$ cat config.mk
export PLATFORM = sky130hd
export DESIGN_NAME = team_sample_flat
export DESIGN_NICKNAME = d
export VERILOG_FILES = /design/src/design/nebula_pkg.sv /design/src/design/wb_if.sv /design/src/design/team_sample.sv /design/src/flat_wrapper.sv
export VERILOG_INCLUDE_DIRS = /design/src /design/src/design
export SDC_FILE = /design/constraint.sdc
export NUM_CORES = 1
export LEC_CHECK = 0
export ABC_AREA = 0
export BUFFER_PORTS_ARGS = -buffer_cell sky130_fd_sc_hd__buf_2
export CAP_MARGIN = 20
export CORE_MARGIN = 4
export CORE_UTILIZATION = 42
export CTS_CLUSTER_DIAMETER = 200
export DETAILED_ROUTE_END_ITERATION = 10
export GPL_TIMING_DRIVEN = 0
export PLACE_DENSITY = 0.78
export SYNTH_ARGS = -nofsm -noshare
export SYNTH_HDL_FRONTEND = slang
export SYNTH_SLANG_ARGS = --single-unit
$ cat constraint.sdc
create_clock -name wb_clk_i -period 2.54 [get_ports wb_clk_i]
set_clock_uncertainty 0.2 [all_clocks]
set_input_delay 0 -clock wb_clk_i [delete_from_list [all_inputs] [get_ports wb_clk_i]]
set_output_delay 0 -clock wb_clk_i [all_outputs]
set_load 0.01 [all_outputs]
$ cat src/design/nebula_defs.svh
/* Team count, widths and address map for the user area.
   Included by every RTL file that sizes ports or decodes addresses. */
`ifndef NEBULA_DEFS_SVH
`define NEBULA_DEFS_SVH

`define NEBULA_NUM_TEAMS 2   // Team slots, source 0 is the idle default
`define NEBULA_GPIO_W    38  // Pads
`define NEBULA_LA_W      32  // Analyzer outputs
`define NEBULA_SRAM_AW   8   // 256 words

// Region field of the bus address
`define NEBULA_REG_HI    15
`define NEBULA_REG_LO    12
`define NEBULA_WORD_HI   11
`define NEBULA_WORD_LO   2

`define NEBULA_REG_SRAM  0
`define NEBULA_REG_GPIO  1
`define NEBULA_REG_LA    2
`define NEBULA_REG_TEAM1 3
`define NEBULA_REG_TEAM2 4

`endif

$ cat src/design/nebula_pkg.sv
/* Lane payload and select types shared by the pin muxes, the teams and the top */
`default_nettype none

package nebula_pkg;

    // One pad as seen by the pin mux
    typedef struct packed {
        logic out;
        logic oeb;  // Active low output enable
    } gpio_lane_t;

    // One analyzer output bit
    typedef logic la_lane_t;

    // Lane source index, 0 selects the idle value
    typedef logic [3:0] src_sel_t;

endpackage

`default_nettype wire

$ cat src/design/wb_if.sv
/* Wishbone classic bundle between the decoder and its targets.
   The decoder holds the manager side, each target the periph side. */
`default_nettype none

interface wb_if;
    logic        cyc;
    logic        stb;
    logic        we;
    logic [3:0]  sel;    // Byte enables
    logic [31:0] adr;
    logic [31:0] dat_w;  // Manager to target
    logic [31:0] dat_r;  // Target to manager
    logic        ack;

    modport manager (
        output cyc, stb, we, sel, adr, dat_w,
        input  dat_r, ack
    );

    modport periph (
        input  cyc, stb, we, sel, adr, dat_w,
        output dat_r, ack
    );
endinterface

`default_nettype wire

$ cat src/design/team_sample.sv
/* Stand-in team design with OUT and OE registers driving pads and analyzer.
   Word 2 reads back the low pad inputs. */
`default_nettype none
`include "nebula_defs.svh"

module team_sample (
    input  wire                                         wb_clk_i,
    input  wire                                         arst_n_i,
    wb_if.periph                                        bus,
    input  wire [`NEBULA_GPIO_W-1:0]                    gpio_in_i,
    output nebula_pkg::gpio_lane_t [`NEBULA_GPIO_W-1:0] gpio_o,
    output nebula_pkg::la_lane_t [`NEBULA_LA_W-1:0]     la_o
);
    logic [`NEBULA_WORD_HI:`NEBULA_WORD_LO] widx;
    logic                                   req;
    logic                                   ack_q;
    logic [31:0]                            out_q;
    logic [31:0]                            oe_q;
    logic [31:0]                            rdat_q;

    assign widx = bus.adr[`NEBULA_WORD_HI:`NEBULA_WORD_LO];
    assign req  = bus.cyc & bus.stb & ~ack_q;

    always_ff @(posedge wb_clk_i or negedge arst_n_i) begin
        if (!arst_n_i) begin
            ack_q <= 1'b0;
            out_q <= '0;
            oe_q  <= '0;
        end else begin
            ack_q <= req;
            for (int b = 0; b < 4; b++) begin
                if (req && bus.we && bus.sel[b]) begin
                    if (widx == 0) out_q[8*b +: 8] <= bus.dat_w[8*b +: 8];
                    if (widx == 1) oe_q[8*b +: 8]  <= bus.dat_w[8*b +: 8];
                end
            end
        end
    end

    always_ff @(posedge wb_clk_i) begin
        if (req) begin
            case (widx)
                0:       rdat_q <= out_q;
                1:       rdat_q <= oe_q;
                2:       rdat_q <= gpio_in_i[31:0];  // Read-only
                default: rdat_q <= '0;
            endcase
        end
    end

    assign bus.ack   = ack_q;
    assign bus.dat_r = rdat_q;

    // Pads above 31 wrap onto the low register bits
    always_comb begin
        for (int n = 0; n < `NEBULA_GPIO_W; n++) begin
            gpio_o[n].out = out_q[n % 32];
            gpio_o[n].oeb = ~oe_q[n % 32];
        end
    end

    assign la_o = out_q ^ oe_q;

endmodule

`default_nettype wire

$ cat src/flat_wrapper.sv
// flat-port wrapper written by rule: the top's interface ports become plain ports
module team_sample_flat 
  (wb_clk_i, arst_n_i, gpio_in_i, gpio_o, la_o, bus_cyc, bus_stb, bus_we, bus_sel, bus_adr, bus_dat_w, bus_dat_r, bus_ack);
  wb_if bus_i ();
  input  wire wb_clk_i;
  input  wire arst_n_i;
  input  wire [`NEBULA_GPIO_W-1:0] gpio_in_i;
  output nebula_pkg::gpio_lane_t [`NEBULA_GPIO_W-1:0] gpio_o;
  output nebula_pkg::la_lane_t [`NEBULA_LA_W-1:0] la_o;
  input wire logic [$bits(bus_i.cyc)-1:0] bus_cyc;
  input wire logic [$bits(bus_i.stb)-1:0] bus_stb;
  input wire logic [$bits(bus_i.we)-1:0] bus_we;
  input wire logic [$bits(bus_i.sel)-1:0] bus_sel;
  input wire logic [$bits(bus_i.adr)-1:0] bus_adr;
  input wire logic [$bits(bus_i.dat_w)-1:0] bus_dat_w;
  output wire logic [$bits(bus_i.dat_r)-1:0] bus_dat_r;
  output wire logic [$bits(bus_i.ack)-1:0] bus_ack;
  assign bus_i.cyc = bus_cyc;
  assign bus_i.stb = bus_stb;
  assign bus_i.we = bus_we;
  assign bus_i.sel = bus_sel;
  assign bus_i.adr = bus_adr;
  assign bus_i.dat_w = bus_dat_w;
  assign bus_dat_r = bus_i.dat_r;
  assign bus_ack = bus_i.ack;
  team_sample u_core (.wb_clk_i(wb_clk_i), .arst_n_i(arst_n_i), .bus(bus_i), .gpio_in_i(gpio_in_i), .gpio_o(gpio_o), .la_o(la_o));
endmodule
# == Word level (Yosys, flattened, before mapping) ==
# Index checks and enable logic that the tools add are counted.
# word_totals
register_bits,97
latch_bits,0
mem_bits_rw,0
mem_bits_ro,0
inputBits,111
output_inout_bits,141
elab_cells,63
n_memories,0
# op_classes
add_sub_neg,0
n_mul,0
div_mod_pow,0
n_lt_le_gt_ge,0
n_eq_ne,2
n_shift,0
muxes,1
bitwise,36
n_reduce_logical,14
# op_table
op,n
$pmux 32 s3,1
$not 1->1,33
$xor 32x32->32,1
$reduce_and 2->1,8
$eq 10x1->1 const B,1
$eq 10x2->1 const B,1
$logic_not 10->1,1
$logic_and 1x1->1,5
$and 1x1->1,2

# == Depth between registers and ports, before layout ==
# logic_depth
ltp_word,5
mapped_depth,6
mapped_depth_nobuf,3

# == Worst setup path after synthesis ==
# OpenSTA, ideal clock, no wires.
# synth_path
path_type,register to register
from,reg u_core.ack_q (netlist: u_core.bus.ack)
to,reg u_core.rdat_q[0] (netlist: u_core.bus.dat_r[0]) (enable)
setup_time_ns,0.423
t_arrival_ns,1.817
t_required_ns,1.917
setup_slack_ns,0.100
stages_incl_launch_ff,2
n_path_buf,0
synth_period_minus_slack_ns,2.440
path_cell_list,dfrtp_1 nor2_1
# synth_between
elab_chain_len,2
# synth_lines
element,line,rtl
from (decl),team_sample.sv:16,logic ack_q;
from (signal assigned),team_sample.sv:30,ack_q <= req;
$not 1->1,team_sample.sv:22,assign req = bus.cyc & bus.stb & ~ack_q;
$and 1x1->1,team_sample.sv:22,
via u_core.req,team_sample.sv:15,logic req;
to (signal assigned),team_sample.sv:43,0: rdat_q <= out_q;
to (signal assigned),team_sample.sv:44,1: rdat_q <= oe_q;
to (signal assigned),team_sample.sv:45,2: rdat_q <= gpio_in_i[31:0];
to (decl),team_sample.sv:19,logic [31:0] rdat_q;
# The timed path passes the listed nets, and every way through them passes these cells.
# A chain may end at the register's enable or synchronous reset.

# == Worst setup path after layout ==
# layout_path
from,reg u_core.ack_q (netlist: u_core.bus.ack)
to,reg u_core.oe_q[1]
# layout_between
elab_chain_len,5
# layout_lines
element,line,rtl
$not 1->1,team_sample.sv:22,
$and 1x1->1,team_sample.sv:22,
$logic_and 1x1->1 (2 in series),team_sample.sv:32,if (req && bus.we && bus.sel[b]) begin
$reduce_and 2->1 (no line),-,
"to (signal, indexed assignment)",team_sample.sv:34,if (widx == 1) oe_q[8*b +: 8] <= bus.dat_w[8*b +: 8];
to (decl),team_sample.sv:18,logic [31:0] oe_q;
# Every way passes these cells.

==> metrics <==
Leak=3.771 nW; max incr delay on CP=around 650 ps; post-route minimum period=~2300 ps; Syn Std Cell Area=4960 um^2; PD cells=466.3 nW/um^2; final non-filler cell total=roughly 860; synth cell count leaders=dfrtp_1, mux2_2, nand2_1, or2_2; Core ar.=11,470 um^2; number of global-route vias before repair=4,389; DR vias/cell=~4.9; worst-case clock buffer depth=2; Hold WC Path Type=in -> reg; number of port buffers=223; Die W=116.7 um; DRC violations left=0; fillers=890; clock root buffer=clkbuf_16; sequential element share of the synthesized area=52.17%; Worst-Margin Slew=around 750 ps; gr usage total=21.33%; clk slew on worst S/H paths=about 70 ps; grt total ovfl=0; RePlAce Congestion=0.8189; first-pass GRT wire length=around 22 mm; Register Area=2587 um^2; Routed WL=~14 mm; fin nets=821; utilization after layout=63.75%; syn nets=518; largest net degree at the start of global routing=35; post-DP HPWL=~10 mm; top post-synthesis cells by area=dfrtp_1, edfxtp_1, mux2_2, mux2i_1, xor2_1; number of enable flip-flop cells after synthesis=32; starting density of the core=43.25%; post-synth cell types=21; most frequent cell after synthesis=dfrtp_1; Seq cells post-synth=between 90 and 100; FFs w/ async S/R, synth=67.01%; syn avg cell area=12.19 um^2; layout cells sized above 1=50.77%; H-tree depth=3; Site Rows=39; Clock Sinks=a little under 100; Final WS setup=211.2 ps; status=finished, final reports clean; TritonCTS clock tree=yes; Synth top area share=32.80%; Num CTS Buffers=9; routed len/inst=approximately 17 um; first drt pass iteration count=4; postcts setup bufs=0; P&R area growth vs syn=47.40%; Startpoint Class=flop; initial antenna violation count=1; Final Max Tran Viols=0; DP Worst Slack=143.9 ps; Slew HR=49.96%; fmax=~430 MHz; Die Span Y=between 100 and 150 um; crit share post-route=91.68%; Hold Violations, Final=0; Worst Setup End Kind=flop; crit-path cells=nand4b_1, buf_2, nor4_4, mux2_2; cell count after placement=775; CP Class=reg -> reg; Primary FF master, synth=dfrtp_1; Multi-input gate area=approximately 2100 um^2; max cap viols=0; n_diodes=0; # resized after CTS=0; Finished Cell Area=7311 um^2; Die ar.=13,610 um^2; Yosys warnings=0; Data required, critical path=2560 ps; Max Fanout on Critical Path=8; Starting DRT DRC Count=145; cells after synthesis=407; Post-Place Cell Area=approximately 6300 um^2; Critical Path Slowest Stage Cell=nor4_4; final setup violation count=0; ANT nets after route=0; routed vias=4,190; Post-CTS Hold Buffers=67; IO Pins=252; RSZ-0062 raised after global routing=no; Worst VDD drop=approximately 0.00028 V; Critical Path AT=2350 ps; Skew-Pair Late Insertion Delay=330 ps; Synth area leader=dfrtp_1
-- final timing paths --
path / startpoint / to / slack (ps) / depth (start not counted)
setup / recovery: u_core.bus.ack / u_core.oe_q[1] / 210 / 4
hold / removal: bus_sel[3] / u_core.oe_q[31] / 10 / 4
setup reg to reg: u_core.bus.ack / u_core.oe_q[1] / 210 / 4
hold reg to reg: u_core.oe_q[9] / u_core.oe_q[9] / 380 / 1
max in group asynchronous: arst_n_i / u_core.oe_q[15] / 1440 / 3
min in group asynchronous: arst_n_i / u_core.oe_q[16] / 50 / 2
-- sequential cells by signal, indices dropped and copies added, names as in the netlist --
| signal | cells |
|---|---|
| u_core.out_q | 32 |
| u_core.oe_q | 32 |
| u_core.bus.dat_r | 32 |
| u_core.bus.ack | 1 |
-- final cells by class --
type	count	share of cell area, %
tap	143	2.447
sequential	97	35.39
clock inverter	6	1.249
inverter	32	1.643
multi-input combinational	247	28.56
buffer	31	2.345
timing repair buffer	292	25.09
clock buffer	10	3.269
-- report_power, final --
part / switching (W) / leakage [nW] / internal (W) / total [W]
clock: 0.000578 / 0.151 / 0.000891 / 0.00147
sequential: 0.00000644 / 1.24 / 0.00163 / 0.00163
combinational: 0.000147 / 2.38 / 0.000159 / 0.000306
total: 0.000732 / 3.77 / 0.00268 / 0.00341
-- critical path: cells and delay by family (launching register included) --
| family | cells | cell delay, ps |
|---|---|---|
| mux | 1 | 420 |
| flops | 1 | 430 |
| buf+inv | 1 | 280 |
| simple gates | 2 | 880 |
-- per-layer routing --
layer / vias to the layer above / track usage [%] / wire [um]
met2: 165 / 38.86 / 7538
met3: 33 / 4.819 / 1058
met1: 2012 / 24.37 / 5497
li1: 1978 / - / -
met4: 2 / 7.951 / 324
met5: - / 0 / 7
-- cell usage in the layout, fill, tap and decap left out --
cell type / count
dfrtp_1: 65
buf_12: 1
nand2_1: 33
edfxtp_1: 32
buf_1: 1
a21oi_1: 32
clkbuf_1: 12
nor2_4: 1
buf_4: 13
nor4_4: 8
xor2_1: 32
mux2_2: 58
bufinv_16: 2
clkbuf_8: 1
mux2_1: 6
or3b_2: 4
or4_1: 2
nand3b_1: 4
or2_2: 33
clkinv_4: 1
buf_2: 228
buf_16: 1
nand4b_1: 1
clkbuf_16: 9
nor2b_1: 1
inv_1: 32
clkinvlp_4: 3
mux2i_1: 32
dlygate4sd3_1: 67
-- cells by family (layout without fill, tap and decap cells) --
| group | count (synthesis) | count (layout) | share of synthesized area (%) |
|---|---|---|---|
| AO/OA/AOI/OAI | 32 | 32 | 3.229 |
| flip-flops | 97 | 97 | 52.17 |
| AND/OR/NAND/NOR | 87 | 87 | 12.08 |
| buffers and inverters | 63 | 371 | 5.878 |
| multiplexers | 96 | 96 | 20.99 |
| XOR/XNOR | 32 | 32 | 5.651 |
-- per-stage QoR --
step / setup TNS (ps) / hold WS [ps] / power (W)
2_1_floorplan: 0 / -495.6 / 0.001749
3_3_place_gp: -24260 / 28.92 / 0.001876
3_5_place_dp: 0 / -106.1 / 0.001890
4_1_cts: 0 / 7.280 / 0.003445
5_1_grt: 0 / 27.48 / 0.003541
6_report: 0 / 11.60 / 0.003409
(Power assumes the default switching activity.)
