**config.mk**
```make
export PLATFORM = sky130hd
export DESIGN_NAME = pin_mux_ctrl_flat
export DESIGN_NICKNAME = d
export VERILOG_FILES = /design/src/design/nebula_pkg.sv /design/src/design/wb_if.sv /design/src/design/pin_mux_ctrl.sv /design/src/flat_wrapper.sv
export VERILOG_INCLUDE_DIRS = /design/src /design/src/design
export SDC_FILE = /design/constraint.sdc
export NUM_CORES = 1
export LEC_CHECK = 0
export ABC_AREA = 0
export BUFFER_PORTS_ARGS = -buffer_cell sky130_fd_sc_hd__buf_2
export CORE_MARGIN = 5
export CORE_UTILIZATION = 42
export DETAILED_ROUTE_END_ITERATION = 10
export GPL_TIMING_DRIVEN = 0
export PLACE_DENSITY = 0.7
export REMOVE_ABC_BUFFERS = 1
export SYNTH_ARGS = -nofsm -noshare
export SYNTH_HDL_FRONTEND = slang
export SYNTH_SLANG_ARGS = --single-unit
```
**constraint.sdc**
```tcl
create_clock -name wb_clk_i -period 5.2 [get_ports wb_clk_i]
set_clock_uncertainty 0.15 [all_clocks]
set_input_delay 0.26 -clock wb_clk_i [delete_from_list [all_inputs] [get_ports wb_clk_i]]
set_output_delay 0.26 -clock wb_clk_i [all_outputs]
set_load 0.01 [all_outputs]
```
**src/design/nebula_defs.svh**
```systemverilog
/* Team count, widths and address map for the user area.
   Included by every RTL file that sizes ports or decodes addresses. */
`ifndef NEBULA_DEFS_SVH
`define NEBULA_DEFS_SVH

`define NEBULA_NUM_TEAMS 2   // Team slots, source 0 is the idle default
`define NEBULA_GPIO_W    38  // Pads
`define NEBULA_LA_W      32  // Analyzer outputs
`define NEBULA_SRAM_AW   8   // 256 words

// Region field of the bus address
`define NEBULA_REG_HI    15
`define NEBULA_REG_LO    12
`define NEBULA_WORD_HI   11
`define NEBULA_WORD_LO   2

`define NEBULA_REG_SRAM  0
`define NEBULA_REG_GPIO  1
`define NEBULA_REG_LA    2
`define NEBULA_REG_TEAM1 3
`define NEBULA_REG_TEAM2 4

`endif

```
**src/design/nebula_pkg.sv**
```systemverilog
/* Lane payload and select types shared by the pin muxes, the teams and the top */
`default_nettype none

package nebula_pkg;

    // One pad as seen by the pin mux
    typedef struct packed {
        logic out;
        logic oeb;  // Active low output enable
    } gpio_lane_t;

    // One analyzer output bit
    typedef logic la_lane_t;

    // Lane source index, 0 selects the idle value
    typedef logic [3:0] src_sel_t;

endpackage

`default_nettype wire

```
**src/design/wb_if.sv**
```systemverilog
/* Wishbone classic bundle between the decoder and its targets.
   The decoder holds the manager side, each target the periph side. */
`default_nettype none

interface wb_if;
    logic        cyc;
    logic        stb;
    logic        we;
    logic [3:0]  sel;    // Byte enables
    logic [31:0] adr;
    logic [31:0] dat_w;  // Manager to target
    logic [31:0] dat_r;  // Target to manager
    logic        ack;

    modport manager (
        output cyc, stb, we, sel, adr, dat_w,
        input  dat_r, ack
    );

    modport periph (
        input  cyc, stb, we, sel, adr, dat_w,
        output dat_r, ack
    );
endinterface

`default_nettype wire

```
**src/design/pin_mux_ctrl.sv**
```systemverilog
/* Per-lane source select registers plus the lane multiplexer.
   Serves the pads and the analyzer through the lane_t type parameter. */
`default_nettype none
`include "nebula_defs.svh"

module pin_mux_ctrl #(
    parameter type lane_t  = nebula_pkg::la_lane_t,
    parameter int  N_LANES = `NEBULA_LA_W
) (
    input  wire                      wb_clk_i,
    input  wire                      arst_n_i,
    wb_if.periph                     bus,
    input  lane_t [N_LANES-1:0]      team_lanes_i [1:`NEBULA_NUM_TEAMS],
    input  lane_t                    idle_lane_i,
    output lane_t [N_LANES-1:0]      lanes_o
);
    import nebula_pkg::*;

    src_sel_t                                  sel_q [N_LANES];
    logic [`NEBULA_WORD_HI:`NEBULA_WORD_LO]    widx;
    logic                                      req;
    logic                                      ack_q;
    logic [31:0]                               rd_word;
    logic [31:0]                               rdat_q;

    assign widx = bus.adr[`NEBULA_WORD_HI:`NEBULA_WORD_LO];
    assign req  = bus.cyc & bus.stb & ~ack_q;

    // Eight nibbles per word, lane l in word l/8
    always_ff @(posedge wb_clk_i or negedge arst_n_i) begin
        if (!arst_n_i) begin
            ack_q <= 1'b0;
            for (int l = 0; l < N_LANES; l++) begin
                sel_q[l] <= '0;
            end
        end else begin
            ack_q <= req;
            if (req && bus.we) begin
                for (int l = 0; l < N_LANES; l++) begin
                    if (int'(widx) == l / 8 && bus.sel[(l % 8) / 2]) begin
                        sel_q[l] <= bus.dat_w[4*(l % 8) +: 4];
                    end
                end
            end
        end
    end

    always_comb begin
        rd_word = '0;  // Nibbles past the last lane read zero
        for (int l = 0; l < N_LANES; l++) begin
            if (int'(widx) == l / 8) begin
                rd_word[4*(l % 8) +: 4] = sel_q[l];
            end
        end
    end

    always_ff @(posedge wb_clk_i) begin
        if (req) begin
            rdat_q <= rd_word;
        end
    end

    assign bus.ack   = ack_q;
    assign bus.dat_r = rdat_q;

    // Out of range selects fall back to idle
    always_comb begin
        for (int l = 0; l < N_LANES; l++) begin
            lanes_o[l] = idle_lane_i;
            for (int t = 1; t <= `NEBULA_NUM_TEAMS; t++) begin
                if (int'(sel_q[l]) == t) begin
                    lanes_o[l] = team_lanes_i[t][l];
                end
            end
        end
    end

    a_ack_after_req: assert property (@(posedge wb_clk_i) disable iff (!arst_n_i)
        bus.ack |-> $past(bus.cyc && bus.stb));

endmodule

`default_nettype wire

```
**src/flat_wrapper.sv**
```systemverilog
// flat-port wrapper written by rule: the top's interface ports become plain ports
module pin_mux_ctrl_flat import nebula_pkg::*;
#(
    parameter type lane_t  = nebula_pkg::la_lane_t,
    parameter int  N_LANES = `NEBULA_LA_W
)
  (wb_clk_i, arst_n_i, team_lanes_i, idle_lane_i, lanes_o, bus_cyc, bus_stb, bus_we, bus_sel, bus_adr, bus_dat_w, bus_dat_r, bus_ack);
  wb_if bus_i ();
  input  wire wb_clk_i;
  input  wire arst_n_i;
  input  lane_t [N_LANES-1:0] team_lanes_i[1:`NEBULA_NUM_TEAMS];
  input  lane_t idle_lane_i;
  output lane_t [N_LANES-1:0] lanes_o;
  input wire logic [$bits(bus_i.cyc)-1:0] bus_cyc;
  input wire logic [$bits(bus_i.stb)-1:0] bus_stb;
  input wire logic [$bits(bus_i.we)-1:0] bus_we;
  input wire logic [$bits(bus_i.sel)-1:0] bus_sel;
  input wire logic [$bits(bus_i.adr)-1:0] bus_adr;
  input wire logic [$bits(bus_i.dat_w)-1:0] bus_dat_w;
  output wire logic [$bits(bus_i.dat_r)-1:0] bus_dat_r;
  output wire logic [$bits(bus_i.ack)-1:0] bus_ack;
  assign bus_i.cyc = bus_cyc;
  assign bus_i.stb = bus_stb;
  assign bus_i.we = bus_we;
  assign bus_i.sel = bus_sel;
  assign bus_i.adr = bus_adr;
  assign bus_i.dat_w = bus_dat_w;
  assign bus_dat_r = bus_i.dat_r;
  assign bus_ack = bus_i.ack;
  pin_mux_ctrl #(.lane_t(lane_t), .N_LANES(N_LANES)) u_core (.wb_clk_i(wb_clk_i), .arst_n_i(arst_n_i), .bus(bus_i), .team_lanes_i(team_lanes_i), .idle_lane_i(idle_lane_i), .lanes_o(lanes_o));
endmodule
```
Word-level counts from Yosys, hierarchy flattened

Cells that the tools add are included.

Register bits: 161
Bits of input ports: 138
Output and inout bits: 65
Word-level logic and storage cells: 234

Equality and inequality tests: 67
Multiplexer cells: 96
Bitwise gates (word level): 3
Reductions and logical operators: 34

Operators by type and width:

| operator                                              | number |
|---|---|
| equality test 4 x 2 -> 1 bit (second input constant)  | 32 |
| equality test 4 x 3 -> 1 bit (second input constant)  | 32 |
| 2-to-1 mux 4 bit                                      | 32 |
| 2-to-1 mux 1 bit                                      | 64 |
| AND reduction 2 bit                                   | 16 |
| equality test 10 x 3 -> 1 bit (second input constant) | 2 |
| logical AND 1 bit                                     | 17 |
| equality test 10 x 2 -> 1 bit (second input constant) | 1 |
| zero test 10 bit                                      | 1 |
| bitwise AND 1 bit                                     | 2 |
| inverter 1 bit                                        | 1 |

Longest topological paths before layout

Gate-level depths: netlist (run 1).

Depth in word-level cells: 5
Mapped depth: 6
Depth with buffers taken out: 3

Worst setup path after synthesis (run 1)

OpenSTA, ideal clock, no wires.

Kind: register to register
Start: register u_core.ack_q (netlist: u_core.bus.ack)
End: register u_core.rdat_q[0] (netlist: u_core.bus.dat_r[0]), enable pin
Library setup time: 0.423 ns
Arrival time: 1.817 ns
Data required time: 4.627 ns
Path slack: 2.810 ns
Cell stages (with the launch flop): 2
Buffers on the path: 0
Clock period less this slack: 2.390 ns
Cell sequence: dfrtp_1 > nor2_1

Word-level cells in the longest chain between the ends: 2

RTL lines:

| element                  | line               | RTL |
|---|---|---|
| start: declaration       | pin_mux_ctrl.sv:22 | `logic ack_q;` |
| start signal: assignment | pin_mux_ctrl.sv:37 | `ack_q <= req;` |
| inverter 1 bit           | pin_mux_ctrl.sv:27 | `assign req = bus.cyc & bus.stb & ~ack_q;` |
| bitwise AND 1 bit        | pin_mux_ctrl.sv:27 |  |
| net u_core.req           | pin_mux_ctrl.sv:21 | `logic req;` |
| end signal: assignment   | pin_mux_ctrl.sv:59 | `rdat_q <= rd_word;` |
| end: declaration         | pin_mux_ctrl.sv:24 | `logic [31:0] rdat_q;` |

The timed path passes the listed nets, and every way through them passes these cells.
A chain may end at the register's enable or synchronous reset.

Final worst setup path (run 1)

Start: input bus_adr[9]
End: register u_core.sel_q[85] (netlist bit)

Word-level cells in the longest chain between the ends: 3

RTL lines:

| element                        | line               | RTL |
|---|---|---|
| start: declaration             | flat_wrapper.sv:18 | `input wire logic [$bits(bus_i.adr)-1:0] bus_adr;` |
| equality test 10 x 2 -> 1 bit  | pin_mux_ctrl.sv:40 | `if (int'(widx) == l / 8 && bus.sel[(l % 8) / 2]) begin` |
| logical AND 1 bit              | pin_mux_ctrl.sv:40 |  |
| AND reduction 2 bit (no line)  | -                  |  |
| end signal: indexed assignment | pin_mux_ctrl.sv:41 | `sel_q[l] <= bus.dat_w[4*(l % 8) +: 4];` |
| end: declaration               | pin_mux_ctrl.sv:19 | `src_sel_t sel_q [N_LANES];` |

Every way passes these cells.

==> impl_metrics.toml, run 1 <==
[status]
outcome = "finished clean"

[pwr]
p_sw_frac = 0.239
power_per_cell_area_mw_per_mm2 = 254
power.internal_mw = 2.08
power.static_leakage_nw = 4.89
power.share.sequential = 0.476
clkPwrFrac = 0.434
power.net_switching_mw = 0.653
pwr-share-comb = 0.091
irDropWorstVdd_uv = 201

[timing]
post-route-min-period_ps = 2550
worst_pin_slew_ps = 1150
slew_headroom = 0.234
rsz_0062_raised_after_global_routing = "no"
fmax_ghz = 0.393
post-route-worst-setup-slack_ps = 2650
setup_viol = 0
timing_max_transition_violations_final = 0
hold_viol = 0
finalCritPeriodShare = 0.490
final.setup.tns_ps = 0

[die]
floorplan.die_area_mm2 = 0.0236
fp.coreArea_mm2 = 0.0203
die_h_um = 154
top_level_ports = 203
row_count = 52
die_w_um = 154
start_util = 0.427

[synthesis]
syn-cell-area_mm2 = 0.00866
ys_seq_elements = 161
synthCells = 677
yosysUniqueCellTypes = 25
postSynthAreaPerCell_um2 = 12.8
synth_sequential_area_ratio = 0.484
synth-warning-count = 0

[clocking]
cts.root.buffer_cell = "sky130_fd_sc_hd__clkbuf_16"
h-tree-depth = 4
clk_latency_ps = 420
tritoncts_buffer_count = 17
clock_slew_seen_by_the_registers_of_the_worst_setup_and_hold_paths_ps = 60
post_cts.repair.setup_buffers = 0
tritoncts = "built"
clock_sink_count = 161
cts.path.max_buffers = 2

[route]
wl_per_cell_um = 18.6
remaining_drcs = 0
post_drt_via_cell_ratio = 5.55
routed_via_count = 6479
final_antenna_net_count = 0
first_pass_iters = 4
finalWirelength_mm = 21.7
detail_route.iter0.violations = 285

[hold_path]
hold_path_cell_cnt = 3
worstHoldPathType = "input pin to register"

[worst_setup_path]
cp_slowest_stage_delay_ps = 1100
critPathCapture = "u_core.sel_q[85]$_DFFE_PN0P_"
crit_chain = "buf_2 -> or4_2 -> nor4_4 -> mux2_2"
timing.critical_path.from = "bus_adr[9]"
setup.worst_path.end_class = "register"
critical_path.top_delay_family = "simple AND/OR/NAND/NOR gates"
critical_path.n_buffers_inverters = 1
crit_cells = 4
crit_arrival_ps = 2690
reg2regPathDepth = 4
critical_path.reg2reg.endpoint = "u_core.sel_q[85]$_DFFE_PN0P_"
worst-r2r-setup-slack_ps = 2790
critical_path_class = "input pin to register"
critPathRequiredTime_ps = 5350
critPathMaxFanout = 17
timing.critical_path.from_type = "input pin"
timing.critical_path.slowest_stage_cell = "sky130_fd_sc_hd__or4_2"
worstReg2RegStart = "u_core.bus.ack$_DFF_PN0_"

[global_route]
antenna_found_initial = 1
grt_pass1_vias = 6535
grt_usage = 0.184
grt_max_degree = 70
grt_pass1_wl_mm = 35.1
globalRouteOverflowTotal = 0

[placement]
gp_routability_congestion = 0.833
dpl.hpwl_mm = 15.3
io_buffer_count = 180
pre_cts_ws_ps = 2200

[layout]
layout.filler_cells = 1755
layout.cells.most_common = "sky130_fd_sc_hd__buf_2"
area_growth_syn_to_fin_pct = 24.4
design.final.nets = 1022
final_layout_size_suffix_gt1_frac = 0.473
most-common-layout-cells = "sky130_fd_sc_hd__buf_2 (177), sky130_fd_sc_hd__dfrtp_1 (129), sky130_fd_sc_hd__mux2_2 (122), sky130_fd_sc_hd__nor2b_1 (64), sky130_fd_sc_hd__nor2_1 (64)"
antenna_cells = 0

[job]
drv_cap = 0
[sequential cells by signal (all words and copies together), names as in the netlist]
register          flops
u_core.bus.ack        1
u_core.sel_q        128
u_core.bus.dat_r     32
[power groups by stage]
stage	sequential, mW	combinational [mW]	clock (mW)
final	1.30	0.249	1.19
after global placement	1.33	0.220	0
after CTS	1.30	0.252	1.21
after global routing	1.30	0.274	1.27
after detailed placement	1.33	0.232	0
after floorplan	1.33	0.0799	0
[worst reg2reg max path: cells and delay by family, from the launching register on]
family | cells | cell delay (ps)
DFF | 1 | 420
buffers and inverters | 1 | 280
muxes | 1 | 420
and+or+nand+nor | 2 | 1020
[per-layer routing]
layer / vias to the layer above / routed length (um) / GRT usage
met5: - / 20 / 0
li1: 3045 / - / -
met2: 150 / 11100 / 0.315
met3: 31 / 911 / 0.0393
met4: 2 / 331 / 0.0563
met1: 3251 / 9320 / 0.236
[layout make-up]
| type | count | area (um^2) | share of cell area |
|---|---|---|---|
| Tap cell | 270 | 338 | 0.0314 |
| Clock buffer | 21 | 450 | 0.0418 |
| Timing Repair Buffer | 218 | 1350 | 0.125 |
| Clock inverter | 11 | 103 | 0.00952 |
| Sequential cell | 161 | 4190 | 0.389 |
| Multi-Input combinational cell | 486 | 4350 | 0.403 |
[Yosys cell counts]
| master | instances | area (um^2) |
|---|---|---|
| sky130_fd_sc_hd__nor3_1 | 32 | 160 |
| sky130_fd_sc_hd__buf_6 | 2 | 22.5 |
| sky130_fd_sc_hd__mux2_2 | 122 | 1370 |
| sky130_fd_sc_hd__buf_2 | 2 | 10.0 |
| sky130_fd_sc_hd__nor4_1 | 32 | 200 |
| sky130_fd_sc_hd__or4_1 | 2 | 15.0 |
| sky130_fd_sc_hd__nor4_4 | 16 | 340 |
| sky130_fd_sc_hd__edfxtp_1 | 32 | 961 |
| sky130_fd_sc_hd__or2_2 | 1 | 6.26 |
| sky130_fd_sc_hd__mux2_1 | 6 | 67.6 |
| sky130_fd_sc_hd__clkbuf_1 | 21 | 78.8 |
| sky130_fd_sc_hd__a21oi_1 | 32 | 160 |
| sky130_fd_sc_hd__nand2_1 | 1 | 3.75 |
| sky130_fd_sc_hd__nand3b_1 | 8 | 60.1 |
| sky130_fd_sc_hd__buf_4 | 2 | 15.0 |
| sky130_fd_sc_hd__o221a_2 | 32 | 360 |
| sky130_fd_sc_hd__dfrtp_1 | 129 | 3230 |
| sky130_fd_sc_hd__nor2_1 | 65 | 244 |
| sky130_fd_sc_hd__or3b_2 | 4 | 35.0 |
| sky130_fd_sc_hd__nand3_1 | 4 | 20.0 |
| sky130_fd_sc_hd__mux4_2 | 32 | 721 |
| sky130_fd_sc_hd__o21ai_0 | 32 | 160 |
| sky130_fd_sc_hd__nor2b_1 | 64 | 400 |
| sky130_fd_sc_hd__nand4b_1 | 1 | 8.76 |
| sky130_fd_sc_hd__buf_1 | 3 | 11.3 |
[what timing repair did]
action / 4_1_cts / 5_1_grt
hold buffers: 33 / 0
endpoints found under the setup margin: 0 / 0
gates resized for setup: 0 / 0
hold endpoints to repair: 185 / 0
[cells by family after synthesis]
group | after synthesis | synth area share
and+or+nand+nor | 230 | 0.172
DFF | 161 | 0.484
muxes | 160 | 0.250
AOI/OAI and AO/OA | 96 | 0.0786
buffers and inverters | 30 | 0.0159
[through the flow]
stage,hold slack [ps],cells,area [um^2],util,power (mW)
after global placement,375,1097,9760,0.481,1.55
after global routing,199,1167,10800,0.531,2.85
final,210,1167,10800,0.531,2.74
after floorplan,-186,647,8530,-,1.41
after detailed placement,138,1102,9890,0.487,1.56
after CTS,188,1167,10800,0.531,2.77
[worst min-delay path by stage]
stage / start / end
after CTS: bus_stb / u_core.bus.dat_r[10]$_DFFE_PN_
after detailed placement: arst_n_i / u_core.sel_q[119]$_DFFE_PN0P_
after global routing: bus_stb / u_core.bus.dat_r[10]$_DFFE_PN_
final: bus_stb / u_core.bus.dat_r[10]$_DFFE_PN_
after floorplan: arst_n_i / u_core.bus.ack$_DFF_PN0_
after global placement: u_core.sel_q[49]$_DFFE_PN0P_ / u_core.sel_q[49]$_DFFE_PN0P_
No activity file was read; power rests on OpenSTA's default activity.
==> inputs of run 2 (changes only) <==
==> constraint.sdc (replaced) <==
create_clock -name wb_clk_i -period 2.37 [get_ports wb_clk_i]
set_clock_uncertainty 0.15 [all_clocks]
set_input_delay 0.1185 -clock wb_clk_i [delete_from_list [all_inputs] [get_ports wb_clk_i]]
set_output_delay 0.1185 -clock wb_clk_i [all_outputs]
set_load 0.01 [all_outputs]
==> impl_metrics.toml, run 2 (synthesis results as in run 1) <==
[status]
outcome = "finished clean"

[clocking]
cts_resized = 0
cts.root.buffer_cell = "sky130_fd_sc_hd__clkbuf_16"
clk_latency_ps = 420
h-tree-depth = 4
clock_sink_count = 161
tritoncts_buffer_count = 17
tritoncts = "built"
clock_slew_seen_by_the_registers_of_the_worst_setup_and_hold_paths_ps = 60
cts.path.max_buffers = 2

[timing]
hold_viol = 0
final.setup.tns_ps = 0
setup_viol = 0
worst_pin_slew_ps = 1150
finalCritPeriodShare = 0.986
fmax_ghz = 0.428
fin_worst_hold_slack_ps = 67.0
timing_max_transition_violations_final = 0
slew_headroom = 0.237
rsz_0062_raised_after_global_routing = "no"
post-route-min-period_ps = 2340

[layout]
largest_register_ffs = 128
area_growth_syn_to_fin_pct = 26.0
fin_cells = 1181
final_layout_size_suffix_gt1_frac = 0.481
most-common-layout-cells = "sky130_fd_sc_hd__buf_2 (177), sky130_fd_sc_hd__dfrtp_1 (129), sky130_fd_sc_hd__mux2_2 (122), sky130_fd_sc_hd__nor2b_1 (64), sky130_fd_sc_hd__nor2_1 (64)"
layout.cells.most_common = "sky130_fd_sc_hd__buf_2"
registers.top_by_ff_count = "u_core.sel_q"
antenna_cells = 0
design.final.nets = 1036

[placement]
gp_routability_congestion = 0.833
dpl.hpwl_mm = 15.3
io_buffer_count = 180
dp_cells = 1102

[pwr]
report.power.total_mw = 6.00
clkPwrFrac = 0.433
power.static_leakage_nw = 4.98
irDropWorstVdd_uv = 448
p_sw_frac = 0.238
pwr-share-comb = 0.091
power_per_cell_area_mw_per_mm2 = 549
power.internal_mw = 4.57
power.net_switching_mw = 1.43
power.share.sequential = 0.476

[route]
finalWirelength_mm = 21.8
final_antenna_net_count = 0
routed_via_count = 6525
detail_route.iter0.violations = 292
first_pass_iters = 4
wl_per_cell_um = 18.4
post_drt_via_cell_ratio = 5.52
remaining_drcs = 0

[global_route]
grt_pass1_vias = 6578
antenna_found_initial = 1
globalRouteOverflowTotal = 0
grt_pass1_wl_mm = 35.3
grt_usage = 0.185
grt_max_degree = 70

[die]
floorplan.die_area_mm2 = 0.0236
row_count = 52
die_h_um = 154
start_util = 0.427
top_level_ports = 203
fp.coreArea_mm2 = 0.0203
die_w_um = 154

[hold_path]
worstHoldPathType = "input pin to register"

[worst_setup_path]
setup.worst_path.end_class = "register"
critPathMaxFanout = 17
crit_arrival_ps = 2490
critPathRequiredTime_ps = 2520
timing.critical_path.from_type = "input pin"
critical_path_class = "input pin to register"

[job]
drv_cap = 0
[run 2: cell count changes in the layout (fill, tap and decap cells not counted)]
cell / before / now
sky130_fd_sc_hd__buf_4: 2 / 13
sky130_fd_sc_hd__buf_12: 1 / 4
[run 2: path summary, 6_finish.rpt]
kind                                             startpoint                             end  slack [ps]  cells after the start
worst max-delay path                             bus_adr[9]    u_core.sel_q[55]$_DFFE_PN0P_          30                      4
worst min-delay path                                bus_stb  u_core.bus.dat_r[10]$_DFFE_PN_          70                      3
worst max register to register     u_core.bus.ack$_DFF_PN0_    u_core.sel_q[63]$_DFFE_PN0P_          90                      4
worst min register to register  u_core.sel_q[1]$_DFFE_PN0P_     u_core.sel_q[1]$_DFFE_PN0P_         400                      1
max in group asynchronous                          arst_n_i   u_core.sel_q[101]$_DFFE_PN0P_        1220                      3
min in group asynchronous                          arst_n_i    u_core.sel_q[87]$_DFFE_PN0P_         110                      2
[run 2: worst max-delay path: stages]
cell and delay [ps]:
sky130_fd_sc_hd__buf_2 90, sky130_fd_sc_hd__or4_2 1100, sky130_fd_sc_hd__nor4_4 760, sky130_fd_sc_hd__mux2_2 410
[run 2: power groups by stage]
stage	Sequential, mW	Clock (mW)	Combinational [mW]
after global routing	2.86	2.79	0.602
after CTS	2.85	2.66	0.554
after detailed placement	2.91	0	0.510
after global placement	2.91	0	0.483
after floorplan	2.92	0	0.175
final	2.86	2.60	0.546
[run 2: cell type report]
cell class / count / area [um^2]
Multi-Input combinational cell: 486 / 4350
Clock inverter: 11 / 103
Timing Repair Buffer: 232 / 1490
Fill cell: 1750 / 9380
Sequential cell: 161 / 4190
Tap cell: 270 / 338
Clock buffer: 21 / 450
[run 2: repair_timing]
action / in CTS / in global routing
setup endpoints to repair: 82 / 63
setup buffers: 7 / 7
hold buffers: 33 / 0
endpoints found under the hold margin: 188 / 0
pin swaps: 12 / 8
[run 2: through the flow]
stage | setup WS [ps] | utilization | instance area, um^2
after detailed placement | -486 | 0.487 | 9890
after global placement | -1440 | 0.481 | 9760
final | 32.9 | 0.538 | 10900
after global routing | 8.47 | 0.538 | 10900
after CTS | 5.95 | 0.535 | 10900
after floorplan | -751 | - | 8530
[run 2: per-layer routing]
| layer | up-vias | wire (um) | track usage |
|---|---|---|---|
| li1 | 3073 | - | - |
| met1 | 3264 | 9240 | 0.238 |
| met2 | 156 | 11200 | 0.316 |
| met3 | 30 | 1040 | 0.0399 |
| met4 | 2 | 318 | 0.0568 |
| met5 | - | 20 | 0 |
